## src/logic/uart_rx_pkg.sv

```systemverilog
// uart receive package with the shared widths, the lane state encoding and the queue record.
`default_nettype none

package uart_rx_pkg;

    // clock cycles per bit minus one.
    typedef logic [15:0] baud_div_t;

    typedef logic [7:0] char_t;

    // a lane walks through these once per character.
    typedef enum logic [2:0] {
        idle,
        start,
        data,
        stop,
        hold
    } lane_state_t;

    // one finished character as it sits in the shared queue.
    typedef struct packed {
        logic [3:0] lane;       // at most 16 lanes.
        logic       frame_err;  // stop bit was sampled low.
        char_t      data;
    } rx_rec_t;

endpackage

`default_nettype wire

```

## src/logic/uart_rx_lane.sv

```systemverilog
// uart receive lane that frames 8N1 characters and holds the last one until the merger takes it.
`timescale 1ns/10ps
`default_nettype none

module uart_rx_lane
    import uart_rx_pkg::*;
#(
    parameter int LANE_ID = 0
) (
    input  wire       clk_i,
    input  wire       rst_i,
    input  wire baud_div_t baud_div_i,
    input  wire       rx_i,
    input  wire       take_i,
    output rx_rec_t   rec_o,
    output logic      valid_o,
    output logic      overrun_o
);

    lane_state_t state;
    baud_div_t   baud_cnt;
    logic [2:0]  bit_cnt;
    char_t       shift;
    logic        stop_bit;
    logic        rx_prev;
    logic        tick;

    assign tick = (baud_cnt == '0);  // sample point of the current bit.

    always_ff @(posedge clk_i) begin
        if (rst_i) begin
            state    <= idle;
            baud_cnt <= '0;
            bit_cnt  <= '0;
            rx_prev  <= 1'b1;
        end else begin
            rx_prev <= rx_i;
            case (state)
                idle: begin
                    // a falling edge realigns the counter to the middle of the start bit.
                    if (rx_prev && !rx_i) begin
                        baud_cnt <= baud_div_i >> 1;
                        state    <= start;
                    end
                end
                start: begin
                    if (tick) begin
                        baud_cnt <= baud_div_i;
                        bit_cnt  <= '0;
                        state    <= rx_i ? idle : data;  // a high line was only noise.
                    end else begin
                        baud_cnt <= baud_cnt - 1'b1;
                    end
                end
                data: begin
                    if (tick) begin
                        baud_cnt <= baud_div_i;
                        bit_cnt  <= bit_cnt + 1'b1;
                        if (bit_cnt == 3'd7) begin
                            state <= stop;
                        end
                    end else begin
                        baud_cnt <= baud_cnt - 1'b1;
                    end
                end
                stop: begin
                    if (tick) begin
                        state <= hold;
                    end else begin
                        baud_cnt <= baud_cnt - 1'b1;
                    end
                end
                hold: begin
                    state <= idle;  // the character is published on this cycle.
                end
                default: begin
                    state <= idle;
                end
            endcase
        end
    end

    // data bits arrive lsb first.
    always_ff @(posedge clk_i) begin
        if (state == data && tick) begin
            shift <= {rx_i, shift[7:1]};
        end
        if (state == stop && tick) begin
            stop_bit <= rx_i;
        end
        if (state == hold) begin
            rec_o <= '{lane: 4'(LANE_ID), frame_err: ~stop_bit, data: shift};
        end
    end

    always_ff @(posedge clk_i) begin
        if (rst_i) begin
            valid_o   <= 1'b0;
            overrun_o <= 1'b0;
        end else begin
            if (take_i) begin
                valid_o <= 1'b0;
            end
            if (state == hold) begin
                valid_o <= 1'b1;
                // an untaken character is lost to the new one.
                if (valid_o && !take_i) begin
                    overrun_o <= 1'b1;
                end
            end
        end
    end

endmodule

`default_nettype wire

```

## src/logic/uart_rx_merge.sv

```systemverilog
// uart lane merger that grants lanes round-robin into one shared first-word-fall-through queue.
`timescale 1ns/10ps
`default_nettype none

module uart_rx_merge
    import uart_rx_pkg::*;
#(
    parameter int NUM_LANES   = 4,
    parameter int QUEUE_DEPTH = 16
) (
    input  wire                          clk_i,
    input  wire                          rst_i,
    input  wire rx_rec_t [NUM_LANES-1:0] lane_rec_i,
    input  wire [NUM_LANES-1:0]          lane_valid_i,
    output logic [NUM_LANES-1:0]         take_o,
    input  wire                          re_i,
    output rx_rec_t                      rec_o,
    output logic                         empty_o,
    output logic                         full_o
);

    localparam int LANE_W = (NUM_LANES > 1) ? $clog2(NUM_LANES) : 1;
    localparam int ADDR_W = $clog2(QUEUE_DEPTH);
    localparam int PTR_W  = ADDR_W + 1;  // extra bit tells full from empty.

    rx_rec_t queue [QUEUE_DEPTH];

    logic [PTR_W-1:0]  wr_ptr;
    logic [PTR_W-1:0]  rd_ptr;
    logic [LANE_W-1:0] rr_ptr;
    logic [LANE_W-1:0] grant_idx;
    logic              grant_any;
    logic              grant_en;

    function automatic logic [LANE_W-1:0] wrap_add(input logic [LANE_W-1:0] base,
                                                   input int offs);
        int sum;
        sum = int'(base) + offs;
        if (sum >= NUM_LANES) begin
            sum = sum - NUM_LANES;
        end
        return LANE_W'(sum);
    endfunction

    // walking down leaves the closest valid lane at or after rr_ptr as the winner.
    always_comb begin
        grant_any = 1'b0;
        grant_idx = rr_ptr;
        for (int i = NUM_LANES - 1; i >= 0; i--) begin
            if (lane_valid_i[wrap_add(rr_ptr, i)]) begin
                grant_any = 1'b1;
                grant_idx = wrap_add(rr_ptr, i);
            end
        end
    end

    assign grant_en = grant_any && !full_o;

    always_comb begin
        take_o = '0;
        if (grant_en) begin
            take_o[grant_idx] = 1'b1;
        end
    end

    assign empty_o = (wr_ptr == rd_ptr);
    assign full_o  = (wr_ptr[ADDR_W] != rd_ptr[ADDR_W]) &&
                     (wr_ptr[ADDR_W-1:0] == rd_ptr[ADDR_W-1:0]);
    assign rec_o   = queue[rd_ptr[ADDR_W-1:0]];  // head is visible without a read.

    always_ff @(posedge clk_i) begin
        if (rst_i) begin
            wr_ptr <= '0;
            rd_ptr <= '0;
            rr_ptr <= '0;
        end else begin
            if (grant_en) begin
                wr_ptr <= wr_ptr + 1'b1;
                rr_ptr <= wrap_add(grant_idx, 1);
            end
            if (re_i && !empty_o) begin
                rd_ptr <= rd_ptr + 1'b1;
            end
        end
    end

    always_ff @(posedge clk_i) begin
        if (grant_en) begin
            queue[wr_ptr[ADDR_W-1:0]] <= lane_rec_i[grant_idx];
        end
    end

endmodule

`default_nettype wire

```

## src/logic/uart_rx_multi.sv

```systemverilog
// multi-lane uart receiver with per-lane framing merged into one tagged character queue.
`timescale 1ns/10ps
`default_nettype none

module uart_rx_multi
    import uart_rx_pkg::*;
#(
    parameter int NUM_LANES   = 4,
    parameter int QUEUE_DEPTH = 16
) (
    input  wire                  clk_i,
    input  wire                  rst_i,
    input  wire baud_div_t       baud_div_i,
    input  wire [NUM_LANES-1:0]  rx_i,
    input  wire                  re_i,
    output wire rx_rec_t         rec_o,
    output wire                  empty_o,
    output wire                  full_o,
    output wire [NUM_LANES-1:0]  overrun_o
);

    wire [NUM_LANES-1:0]          rx_clean;
    wire rx_rec_t [NUM_LANES-1:0] lane_rec;
    wire [NUM_LANES-1:0]          lane_valid;
    wire [NUM_LANES-1:0]          lane_take;

    uart_rx_sync #(
        .NUM_LANES(NUM_LANES)
    ) uart_rx_sync_i (
        .clk_i(clk_i),
        .rst_i(rst_i),
        .rx_i (rx_i),
        .rx_o (rx_clean)
    );

    for (genvar k = 0; k < NUM_LANES; k++) begin : g_lane
        uart_rx_lane #(
            .LANE_ID(k)
        ) uart_rx_lane_i (
            .clk_i     (clk_i),
            .rst_i     (rst_i),
            .baud_div_i(baud_div_i),
            .rx_i      (rx_clean[k]),
            .take_i    (lane_take[k]),
            .rec_o     (lane_rec[k]),
            .valid_o   (lane_valid[k]),
            .overrun_o (overrun_o[k])
        );
    end

    uart_rx_merge #(
        .NUM_LANES  (NUM_LANES),
        .QUEUE_DEPTH(QUEUE_DEPTH)
    ) uart_rx_merge_i (
        .clk_i       (clk_i),
        .rst_i       (rst_i),
        .lane_rec_i  (lane_rec),
        .lane_valid_i(lane_valid),
        .take_o      (lane_take),
        .re_i        (re_i),
        .rec_o       (rec_o),
        .empty_o     (empty_o),
        .full_o      (full_o)
    );

endmodule

`default_nettype wire

```

## src/logic/uart_rx_sync.sv

```systemverilog
// uart input conditioner with a two-flop synchronizer and a three-sample glitch filter per line.
`timescale 1ns/10ps
`default_nettype none

module uart_rx_sync #(
    parameter int NUM_LANES = 4
) (
    input  wire                  clk_i,
    input  wire                  rst_i,
    input  wire [NUM_LANES-1:0]  rx_i,
    output logic [NUM_LANES-1:0] rx_o
);

    logic [NUM_LANES-1:0] sync_q1;
    logic [NUM_LANES-1:0] sync_q2;
    logic [NUM_LANES-1:0] hist_q1;
    logic [NUM_LANES-1:0] hist_q2;

    // all stages come out of reset at the idle line level.
    always_ff @(posedge clk_i) begin
        if (rst_i) begin
            sync_q1 <= '1;
            sync_q2 <= '1;
            hist_q1 <= '1;
            hist_q2 <= '1;
        end else begin
            sync_q1 <= rx_i;
            sync_q2 <= sync_q1;
            hist_q1 <= sync_q2;
            hist_q2 <= hist_q1;
        end
    end

    // bitwise two out of three vote, so a single-cycle pulse never wins.
    assign rx_o = (sync_q2 & hist_q1) | (sync_q2 & hist_q2) | (hist_q1 & hist_q2);

endmodule

`default_nettype wire

```

## config.mk

```make
export PLATFORM = sky130hd
export DESIGN_NAME = uart_rx_multi
export DESIGN_NICKNAME = d
export VERILOG_FILES = /design/src/logic/uart_rx_pkg.sv /design/src/logic/uart_rx_lane.sv /design/src/logic/uart_rx_merge.sv /design/src/logic/uart_rx_multi.sv /design/src/logic/uart_rx_sync.sv
export SDC_FILE = /design/constraint.sdc
export NUM_CORES = 1
export LEC_CHECK = 0
export BUFFER_PORTS_ARGS = -buffer_cell sky130_fd_sc_hd__buf_2
export CORE_ASPECT_RATIO = 0.8
export CORE_MARGIN = 2
export CORE_UTILIZATION = 30
export DETAILED_ROUTE_END_ITERATION = 16
export PLACE_DENSITY = 0.42
export SLEW_MARGIN = 0
export SYNTH_ARGS = -nofsm -noshare
export SYNTH_HDL_FRONTEND = slang
export SYNTH_SLANG_ARGS = --single-unit
```

## constraint.sdc

```tcl
create_clock -name clk_i -period 3.37 [get_ports clk_i]
set_input_delay 0.674 -clock clk_i [delete_from_list [all_inputs] [get_ports clk_i]]
set_output_delay 0.674 -clock clk_i [all_outputs]
set_load 0.03 [all_outputs]
```

==> results of run 1 <==
worst max-delay path, stage by stage (launching register included):
cell and delay [ns]:
dfxtp_2 0.64, buf_12 0.25, mux4_2 0.32, mux4_2 0.57, buf_2 0.22
flip-flops by register name, indices dropped and copies added (netlist names), named ones only:
register and count:
g_lane.uart_rx_lane_i.state 12, uart_rx_merge_i.rd_ptr 5, uart_rx_merge_i.rr_ptr 2, uart_rx_sync_i.sync_q2 4
g_lane.uart_rx_lane_i.shift 32, g_lane.uart_rx_lane_i.overrun_o 4, uart_rx_merge_i.wr_ptr 5, g_lane.uart_rx_lane_i.stop_bit 4
uart_rx_sync_i.sync_q1 4, g_lane.uart_rx_lane_i.rx_prev 4, uart_rx_sync_i.hist_q2 4, g_lane.uart_rx_lane_i.rec_o 36
uart_rx_sync_i.hist_q1 4, g_lane.uart_rx_lane_i.valid_o 4, g_lane.uart_rx_lane_i.baud_cnt 64, g_lane.uart_rx_lane_i.bit_cnt 12
uart_rx_merge_i.queue 176
per-layer routing:
metal / wire length [µm] / GRT usage [%] / share of wire [%]
met5: 0 / 0 / 0
met4: 703 / 3.91 / 1.6
met3: 2370 / 2.51 / 5.4
met2: 19100 / 22.3 / 43
met1: 22100 / 23.8 / 50
logic make-up (layout without fill, tap and decap cells):
family          count (synthesis)  in the layout  synth area share (%)
simple gates                  373            373                  12.4
xor+xnor                       21             21                  1.10
flops                         380            380                  60.1
other cells                     1              2                0.0223
mux                            71             71                  8.33
compound gates                323            323                  13.0
fa+ha+maj                      25             25                  1.80
buf+inv                       117            208                  3.23
power breakdown:
group	total (W)	switching (W)	leakage, nW	internal, W
combinational	0.000671	0.000418	2.63	0.000252
clock	0.00530	0.00205	0.783	0.00325
sequential	0.00498	0.0000424	3.30	0.00493
total	0.0109	0.00252	6.72	0.00843
placed cells by master, fill, tap and decap left out, types with 7 or more instances in the layout:
cell type | Yosys | routed
a211oi_1 | 25 | 25
clkbuf_16 | 0 | 43
edfxtp_1 | 248 | 248
ha_1 | 21 | 21
a21oi_1 | 73 | 73
o22ai_1 | 7 | 7
nand2_1 | 66 | 66
or4_1 | 7 | 7
a22o_1 | 16 | 16
nor2_1 | 109 | 109
clkinv_2 | 0 | 10
a221oi_1 | 12 | 12
o21ai_1 | 11 | 11
mux2i_1 | 16 | 16
nor4_1 | 21 | 21
inv_1 | 25 | 25
nor3_1 | 37 | 33
a22oi_1 | 18 | 18
buf_4 | 8 | 60
nand2b_1 | 9 | 9
a31oi_1 | 11 | 11
a32o_1 | 14 | 14
or2_2 | 25 | 25
o21ai_0 | 70 | 70
a222oi_1 | 8 | 8
mux4_2 | 55 | 55
and3_1 | 13 | 13
nand3_1 | 15 | 15
buf_2 | 20 | 38
dfxtp_1 | 132 | 130
nand4_1 | 8 | 8
a21o_1 | 7 | 7
o21a_1 | 7 | 7
xnor2_1 | 8 | 8
bufinv_16 | 0 | 11
xor2_1 | 13 | 13
nor2b_1 | 12 | 12
worst max-delay path by stage:
stage / start / endpoint / slack, ns / cells past startpoint
final: register / rec_o[10] / 0.1 / 4
after floorplan: register / rec_o[0] / 0.65 / 4
after global routing: register / rec_o[10] / 0.04 / 4
after global placement: register / rec_o[4] / 0.64 / 4
after CTS: register / rec_o[4] / 0.001 / 4
after detailed placement: g_lane[3].uart_rx_lane_i.valid_o / uart_rx_merge_i.queue[4][2] / 0.59 / 6
stage by stage:
| step | area, µm² | util (%) | total power (W) | instances | hold WS, ns |
|---|---|---|---|---|---|
| after floorplan | 16800 | - | 0.00556 | 1312 | 0.389 |
| after global placement | 18000 | 32.5 | 0.00575 | 2065 | 0.396 |
| after detailed placement | 18000 | 32.5 | 0.00575 | 2065 | 0.393 |
| after CTS | 19600 | 35.4 | 0.0111 | 2145 | 0.241 |
| after global routing | 19700 | 35.5 | 0.0113 | 2153 | 0.257 |
| final | 19700 | 35.5 | 0.0109 | 2153 | 0.282 |
cell type report:
class,count,area share (%)
clock buffers,44,5.55
repair buffers,102,3.67
clock inverters,36,2.71
flip-flops and latches,380,51.4
inverters,26,0.497
multi-input cells,815,31.4
well taps,750,4.78
==> impl_metrics.csv, run 1 <==
group,metric,value,unit
sta,clock.fmax,306,MHz
detailed_routing,drt_drc_violations_left,0,
min_path,hold_depth,2,
floorplanning,fp.dieW,268,µm
cells_and_area,nets,1412,
flow_run,cap_violations,0,
clock_network,cts_max_level,2,
min_path,min_from,"rx_i[2]",
clock_network,cts_buffer_depth,3,
sta,hold_violations,0,
grt,grt_usage,15.4,%
grt,grt_pass1_vias,10843,
clock_network,cts_tree,"built",
critical_path,reg2reg_from,"g_lane[2].uart_rx_lane_i.baud_cnt[0]",
sta,fin_crit_sh,97.0,%
floorplanning,die_h,216,µm
place,hpwl,28500,µm
detailed_routing,via_count,11121,
logic_synthesis,ys_top_cells_by_area,"edfxtp_1 44%, dfxtp_1 16%, mux4_2 7.4%",
floorplanning,core,55300,µm²
clock_network,insertion_delay,0.58,ns
clock_network,numCtsBuffers,43,
logic_synthesis,synth_top_area_cell,"edfxtp_1",
sta,report.final.slew_viol_count,0,
clock_network,post_cts_buffers,0,
clock_network,cts_hold_buf,0,
sta,maxSlewHeadroom,19.8,%
detailed_routing,drtPass1Iterations,5,
clock_network,cts_sinks,380,
outcome,outcome,"complete, no violations",
logic_synthesis,synth_warnings,0,
sta,finalSetupViolCount,0,
logic_synthesis,synthArstFlopShare,0,%
place,globalplace.congestion,0.756,
clock_network,ctsResizeCount,0,
detailed_routing,wire_per_inst,20.6,µm
floorplanning,rows,77,
critical_path,reg2reg_slack,0.59,ns
grt,grt_pass1_wl,68100,µm
place,post-place-ws,0.588,ns
cells_and_area,layout-drive-gt1-share,21.7,%
detailed_routing,vias_per_cell,5.17,
logic_synthesis,netlist.area_leader.share,44.4,%
logic_synthesis,synthTopCellsByCount,"248 x edfxtp_1, 132 x dfxtp_1, 109 x nor2_1, 73 x a21oi_1, 70 x o21ai_0",
floorplanning,io_pins,42,
min_path,hold_path_class,"input port to register",
logic_synthesis,synth_flop_cell,"edfxtp_1",
logic_synthesis,ys_types,86,
cells_and_area,fillers,5397,
critical_path,required,2.70,ns
place,io_buffer_count,39,
cells_and_area,seq_area,10100,µm²
logic_synthesis,synth_edf_count,248,
detailed_routing,drt_iter0_markers,973,
cells_and_area,syn_to_final_growth,17.1,%
logic_synthesis,yosysMostFrequentCell,"edfxtp_1",
critical_path,critPathMaxFanout,20,
logic_synthesis,synth_cells,1311,
clock_network,cts-root-buf,"clkbuf_16",
sta,setup_ws,0.0999,ns
critical_path,r2r-end,"g_lane[2].uart_rx_lane_i.shift[2]",
critical_path,cp-start-kind,"register",
logic_synthesis,synth_seq_cells,380,
grt,antenna_found_initial,0,
logic_synthesis,avgSynthCellArea,12.8,µm²
sta,min_period,3.27,ns
sta,rsz0062_at_grt,"no",
sta,finalClockSkew,0.0351,ns
logic_synthesis,yosysSeqAreaShare,60.1,%
clock_network,clk_pin_slew,0.06,ns
grt,grt_max_degree,57,
logic_synthesis,syn_area,16800,µm²
power,p_leak,6.72,nW
sta,fin_tns_setup,0,ns
min_path,hold_end,"uart_rx_sync_i.sync_q1[2]",
detailed_routing,drt_wl_total,44300,µm
critical_path,critPathArrivalTime,2.60,ns
power,power_density,557,nW/µm²
floorplanning,dieArea,57900,µm²
cells_and_area,multi_input_area,6180,µm²
critical_path,worst_setup_path_end_kind,"output pin",
cells_and_area,insertedDiodeCount,0,
critical_path,rr_worst_depth,6,
sta,worst_slew_pin_slew,1.20,ns
detailed_routing,ant_nets,0,
power,worst_ir_drop_vdd,0.326,mV
floorplanning,initial_core_util,30.4,%
grt,gr-total-overflow,0,
critical_path,critPathKind,"register to output pin",
No activity file was read; power rests on OpenSTA's default activity.
==> inputs of run 2 (changes only) <==
--- a/config.mk
+++ b/config.mk
@@ -11,6 +11,7 @@
 export CORE_UTILIZATION = 30
 export DETAILED_ROUTE_END_ITERATION = 16
 export PLACE_DENSITY = 0.42
+export REMOVE_ABC_BUFFERS = 1
 export SLEW_MARGIN = 0
 export SYNTH_ARGS = -nofsm -noshare
 export SYNTH_HDL_FRONTEND = slang
==> impl_metrics.csv, run 2 (same netlist as run 1, synthesis figures left out) <==
group,metric,value,unit
place,hpwl,28200,µm
cells_and_area,layout_common_cells,"248 x edfxtp_1, 130 x dfxtp_1, 109 x nor2_1, 73 x a21oi_1, 70 x o21ai_0",
sta,min_period,3.12,ns
power,power_density,529,nW/µm²
place,globalplace.congestion,0.800,
power,p_leak,6.59,nW
clock_network,cts_tree,"built",
detailed_routing,ant_nets,0,
power,worst_ir_drop_vdd,0.354,mV
floorplanning,io_pins,42,
clock_network,clk_pin_slew,0.06,ns
power,total_power,0.0103,W
clock_network,numCtsBuffers,43,
critical_path,critPathMaxFanout,17,
grt,grt_pass1_vias,11057,
power,combPwrFrac,6.6,%
sta,fin_crit_sh,92.5,%
floorplanning,fp.dieW,268,µm
critical_path,required,2.70,ns
cells_and_area,layout-drive-gt1-share,20.5,%
detailed_routing,drt_drc_violations_left,0,
floorplanning,rows,77,
grt,grt_pass1_wl,69200,µm
place,post-place-ws,0.474,ns
power,p_clk_share,44.9,%
sta,hold_violations,0,
clock_network,cts_max_level,2,
power,switchingPower,0.00244,W
power,sw_frac_of_total,23.8,%
sta,report.final.slew_viol_count,0,
sta,finalClockSkew,0.0195,ns
grt,grt_max_degree,58,
sta,finalSetupViolCount,0,
critical_path,worst_setup_path_end_kind,"output pin",
detailed_routing,drt_iter0_markers,1034,
sta,maxSlewHeadroom,28.2,%
flow_run,cap_violations,0,
detailed_routing,drt_wl_total,44700,µm
sta,worst_slew_pin_slew,1.08,ns
floorplanning,dieArea,57900,µm²
sta,clock.fmax,321,MHz
place,io_buffer_count,39,
sta,setup_ws,0.252,ns
floorplanning,initial_core_util,30.4,%
grt,antenna_found_initial,0,
cells_and_area,post-route-cell-area,19400,µm²
detailed_routing,drtPass1Iterations,7,
clock_network,cts_sinks,380,
sta,rsz0062_at_grt,"no",
power,pwr-share-seq,48.5,%
clock_network,insertion_delay,0.59,ns
power,internal_power,0.00783,W
cells_and_area,insertedDiodeCount,0,
outcome,outcome,"complete, no violations",
floorplanning,die_h,216,µm
clock_network,cts-root-buf,"clkbuf_16",
floorplanning,core,55300,µm²
cells_and_area,final_common_cell,"edfxtp_1",
detailed_routing,vias_per_cell,5.19,
detailed_routing,wire_per_inst,20.8,µm
cells_and_area,syn_to_final_growth,15.6,%
cells_and_area,largest_reg_flops,176,
critical_path,reg2reg_slack,0.50,ns
detailed_routing,via_count,11148,
critical_path,critPathKind,"register to output pin",
min_path,hold_path_class,"input port to register",
cells_and_area,nets,1408,
grt,gr-total-overflow,0,
clock_network,cts_buffer_depth,3,
place,placed_area,18000,µm²
grt,grt_usage,15.7,%
critical_path,cp-start-kind,"register",
critical_path,critPathArrivalTime,2.44,ns
## run 2: changes by cell type in the layout (fill, tap and decap cells not counted), sizes merged
| cell | before | now |
|---|---|---|
| bufinv | 11 | 3 |
| clkbuf | 44 | 50 |
| buf | 102 | 98 |
| clkinv | 18 | 22 |
| clkinvlp | 5 | 3 |
| inv | 28 | 27 |
## run 2: power by group through the flow
stage	combinational, W	sequential (W)	clock, W
after floorplan	0.000446	0.00507	0
after global placement	0.000674	0.00508	0
after detailed placement	0.000675	0.00508	0
after CTS	0.000678	0.00498	0.00476
after global routing	0.000755	0.00498	0.00494
final	0.000678	0.00498	0.00461
## run 2: area by class of cell
class / count / area (µm²)
inverter: 26 / 97.6
multi-input combinational: 815 / 6180
clock buffer: 50 / 1120
timing repair buffer: 98 / 703
clock inverter: 29 / 258
sequential: 380 / 10100
tap: 750 / 938
fill: 5432 / 35900
## run 2: what timing repair did
| item | CTS | global route |
|---|---|---|
| endpoints found under the setup margin | 0 | 5 |
| buffers inserted | 0 | 4 |
| resized for setup | 0 | 1 |
| hold buffers | 0 | 0 |
## run 2: through the flow
stage / std cells / hold slack (ns) / setup TNS [ns] / utilization, %
CTS: 2144 / 0.246 / 0 / 35.0
global placement: 2065 / 0.391 / 0 / 32.5
floorplan: 1221 / 0.389 / -5.01 / -
global route: 2148 / 0.262 / 0 / 35.1
finish: 2148 / 0.277 / 0 / 35.1
detailed placement: 2065 / 0.402 / 0 / 32.5
## run 2: final timing paths
path,start,to,depth (start not counted)
min reg2reg,uart_rx_sync_i.sync_q1[1],uart_rx_sync_i.sync_q2[1],1
max,register,rec_o[1],4
max reg2reg,g_lane[3].uart_rx_lane_i.valid_o,uart_rx_merge_i.queue[14][3],6
min,rx_i[1],uart_rx_sync_i.sync_q1[1],2
## run 2: critical path, stage by stage, from the launching register on
cell and delay [ns]:
dfxtp_4 0.43, buf_12 0.21, mux4_2 0.55, mux4_2 0.48, buf_2 0.19
## run 2: metal layers
layer / vias to the layer above / global-route usage [%] / share of wire [%]
li1: 5198 / - / -
met2: 275 / 21.6 / 41
met4: 0 / 4.19 / 1.9
met5: - / 0 / 0
met1: 5614 / 24.5 / 51
met3: 61 / 3.51 / 5.9
==> inputs of run 3 (changes only) <==
==> constraint.sdc (replaced) <==
create_clock -name clk_i -period 3.37 [get_ports clk_i]
set_input_delay 0.337 -clock clk_i [delete_from_list [all_inputs] [get_ports clk_i]]
set_output_delay 0.337 -clock clk_i [all_outputs]
set_load 0.03 [all_outputs]
==> impl_metrics.csv, run 3 (same netlist as run 1, synthesis figures left out) <==
group,metric,value,unit
outcome,outcome,"complete, no violations",
min_path,min_from,"baud_div_i[8]",
sta,maxSlewHeadroom,22.4,%
min_path,hold_depth,3,
clock_network,insertion_delay,0.61,ns
critical_path,cp-start-kind,"register",
sta,min_period,3.04,ns
grt,grt_usage,15.6,%
detailed_routing,drtPass1Iterations,5,
detailed_routing,drt_drc_violations_left,0,
flow_run,cap_violations,0,
cells_and_area,layout_common_cells,"248 x edfxtp_1, 130 x dfxtp_1, 109 x nor2_1, 73 x a21oi_1, 70 x o21ai_0",
cells_and_area,layout-drive-gt1-share,19.8,%
power,power_density,537,nW/µm²
clock_network,cts_buffer_depth,3,
floorplanning,dieArea,57900,µm²
cells_and_area,final_common_cell,"edfxtp_1",
clock_network,cts_hold_buf,4,
cells_and_area,nets,1406,
sta,clock.fmax,329,MHz
critical_path,path_buf_inv,2,
detailed_routing,via_count,11177,
critical_path,worst_setup_path_end_kind,"output pin",
floorplanning,io_pins,42,
critical_path,critPathKind,"register to output pin",
clock_network,cts-root-buf,"clkbuf_16",
floorplanning,core,55300,µm²
floorplanning,fp.dieW,268,µm
min_path,hold_path_class,"input port to register",
grt,grt_pass1_vias,10901,
critical_path,critPathArrivalTime,2.71,ns
power,worst_ir_drop_vdd,0.308,mV
critical_path,critPathSlowestCell,"dfxtp_4",
detailed_routing,ant_nets,0,
grt,grt_pass1_wl,68800,µm
place,hpwl,28800,µm
power,p_leak,6.57,nW
cells_and_area,syn_to_final_growth,15.6,%
clock_network,cts_tree,"built",
critical_path,crit_family,"multiplexers",
grt,gr-total-overflow,0,
sta,rsz0062_at_grt,"no",
critical_path,cp_cell_sequence,"buf_4, mux4_2, mux4_2, buf_2",
clock_network,numCtsBuffers,43,
min_path,hold_end,"g_lane[3].uart_rx_lane_i.baud_cnt[8]",
sta,fin_crit_sh,90.3,%
place,globalplace.congestion,0.784,
clock_network,cts_max_level,2,
sta,report.final.slew_viol_count,0,
cells_and_area,final_util,35.1,%
floorplanning,die_h,216,µm
critical_path,rr_worst_depth,6,
clock_network,clk_pin_slew,0.06,ns
place,io_buffer_count,39,
detailed_routing,wire_per_inst,20.8,µm
clock_network,ctsResizeCount,0,
critical_path,reg2reg_from,"g_lane[3].uart_rx_lane_i.valid_o",
cells_and_area,seq_area,10100,µm²
power,total_power,0.0104,W
detailed_routing,drt_wl_total,44500,µm
cells_and_area,insertedDiodeCount,0,
critical_path,path_common_cell,"mux4_2",
grt,grt_max_degree,52,
critical_path,r2r-end,"uart_rx_merge_i.queue[7][1]",
sta,finalClockSkew,0.0310,ns
floorplanning,rows,77,
sta,hold_violations,0,
critical_path,required,3.03,ns
floorplanning,initial_core_util,30.4,%
sta,worst_slew_pin_slew,1.16,ns
clock_network,post_cts_buffers,0,
critical_path,critPathMaxFanout,16,
clock_network,cts_sinks,380,
sta,finalSetupViolCount,0,
cells_and_area,fillers,5459,
cells_and_area,post-route-cell-area,19400,µm²
grt,antenna_found_initial,0,
critical_path,reg2reg_slack,0.42,ns
cells_and_area,multi_input_area,6180,µm²
detailed_routing,drt_iter0_markers,944,
critical_path,max_stage_delay,0.58,ns
detailed_routing,vias_per_cell,5.21,
place,placed_area,17900,µm²
cells_and_area,largest_reg_flops,176,
## run 3: worst max path at each step
stage / startpoint / end / depth (start not counted)
after floorplan: register / rec_o[0] / 2
after global placement: g_lane[3].uart_rx_lane_i.valid_o / uart_rx_merge_i.queue[1][1] / 6
after detailed placement: g_lane[3].uart_rx_lane_i.valid_o / uart_rx_merge_i.queue[6][3] / 6
after CTS: register / rec_o[0] / 4
after global routing: register / rec_o[1] / 4
final: register / rec_o[0] / 4
## run 3: area by class of cell
cell class	count	area share (%)
Clock buffer	51	5.70
Clock inverter	26	1.67
Inverter	26	0.503
Multi-Input combinational cell	815	31.8
Sequential cell	380	52.0
Tap cell	750	4.83
Timing Repair Buffer	96	3.47
## run 3: report_power, final
group / internal (W) / switching (W)
clock network: 0.00276 / 0.00202
registers: 0.00494 / 0.0000435
logic: 0.000249 / 0.000421
## run 3: through the flow
stage / setup WS, ns / hold slack [ns] / setup TNS [ns] / std cells
after floorplan: -0.118 / 0.389 / -1.30 / 1221
after global placement: 0.506 / 0.395 / 0 / 2063
after detailed placement: 0.416 / 0.396 / 0 / 2063
after CTS: 0.237 / 0.124 / 0 / 2144
after global routing: 0.177 / 0.159 / 0 / 2144
final: 0.327 / 0.149 / 0 / 2144
## run 3: worst min-delay path: cells and delay by family
kind	cells	cell delay, ns
buffers and inverters	1	0.18
AND/OR/NAND/NOR	1	0.09
AO/OA/AOI/OAI	1	0.08
## run 3: per-layer routing
layer,vias up,GRT usage [%],wire length (µm)
met3,69,2.89,2270
met4,0,4.87,962
met5,-,0,0
met1,5632,24.5,23100
li1,5197,-,-
met2,279,21.3,18200
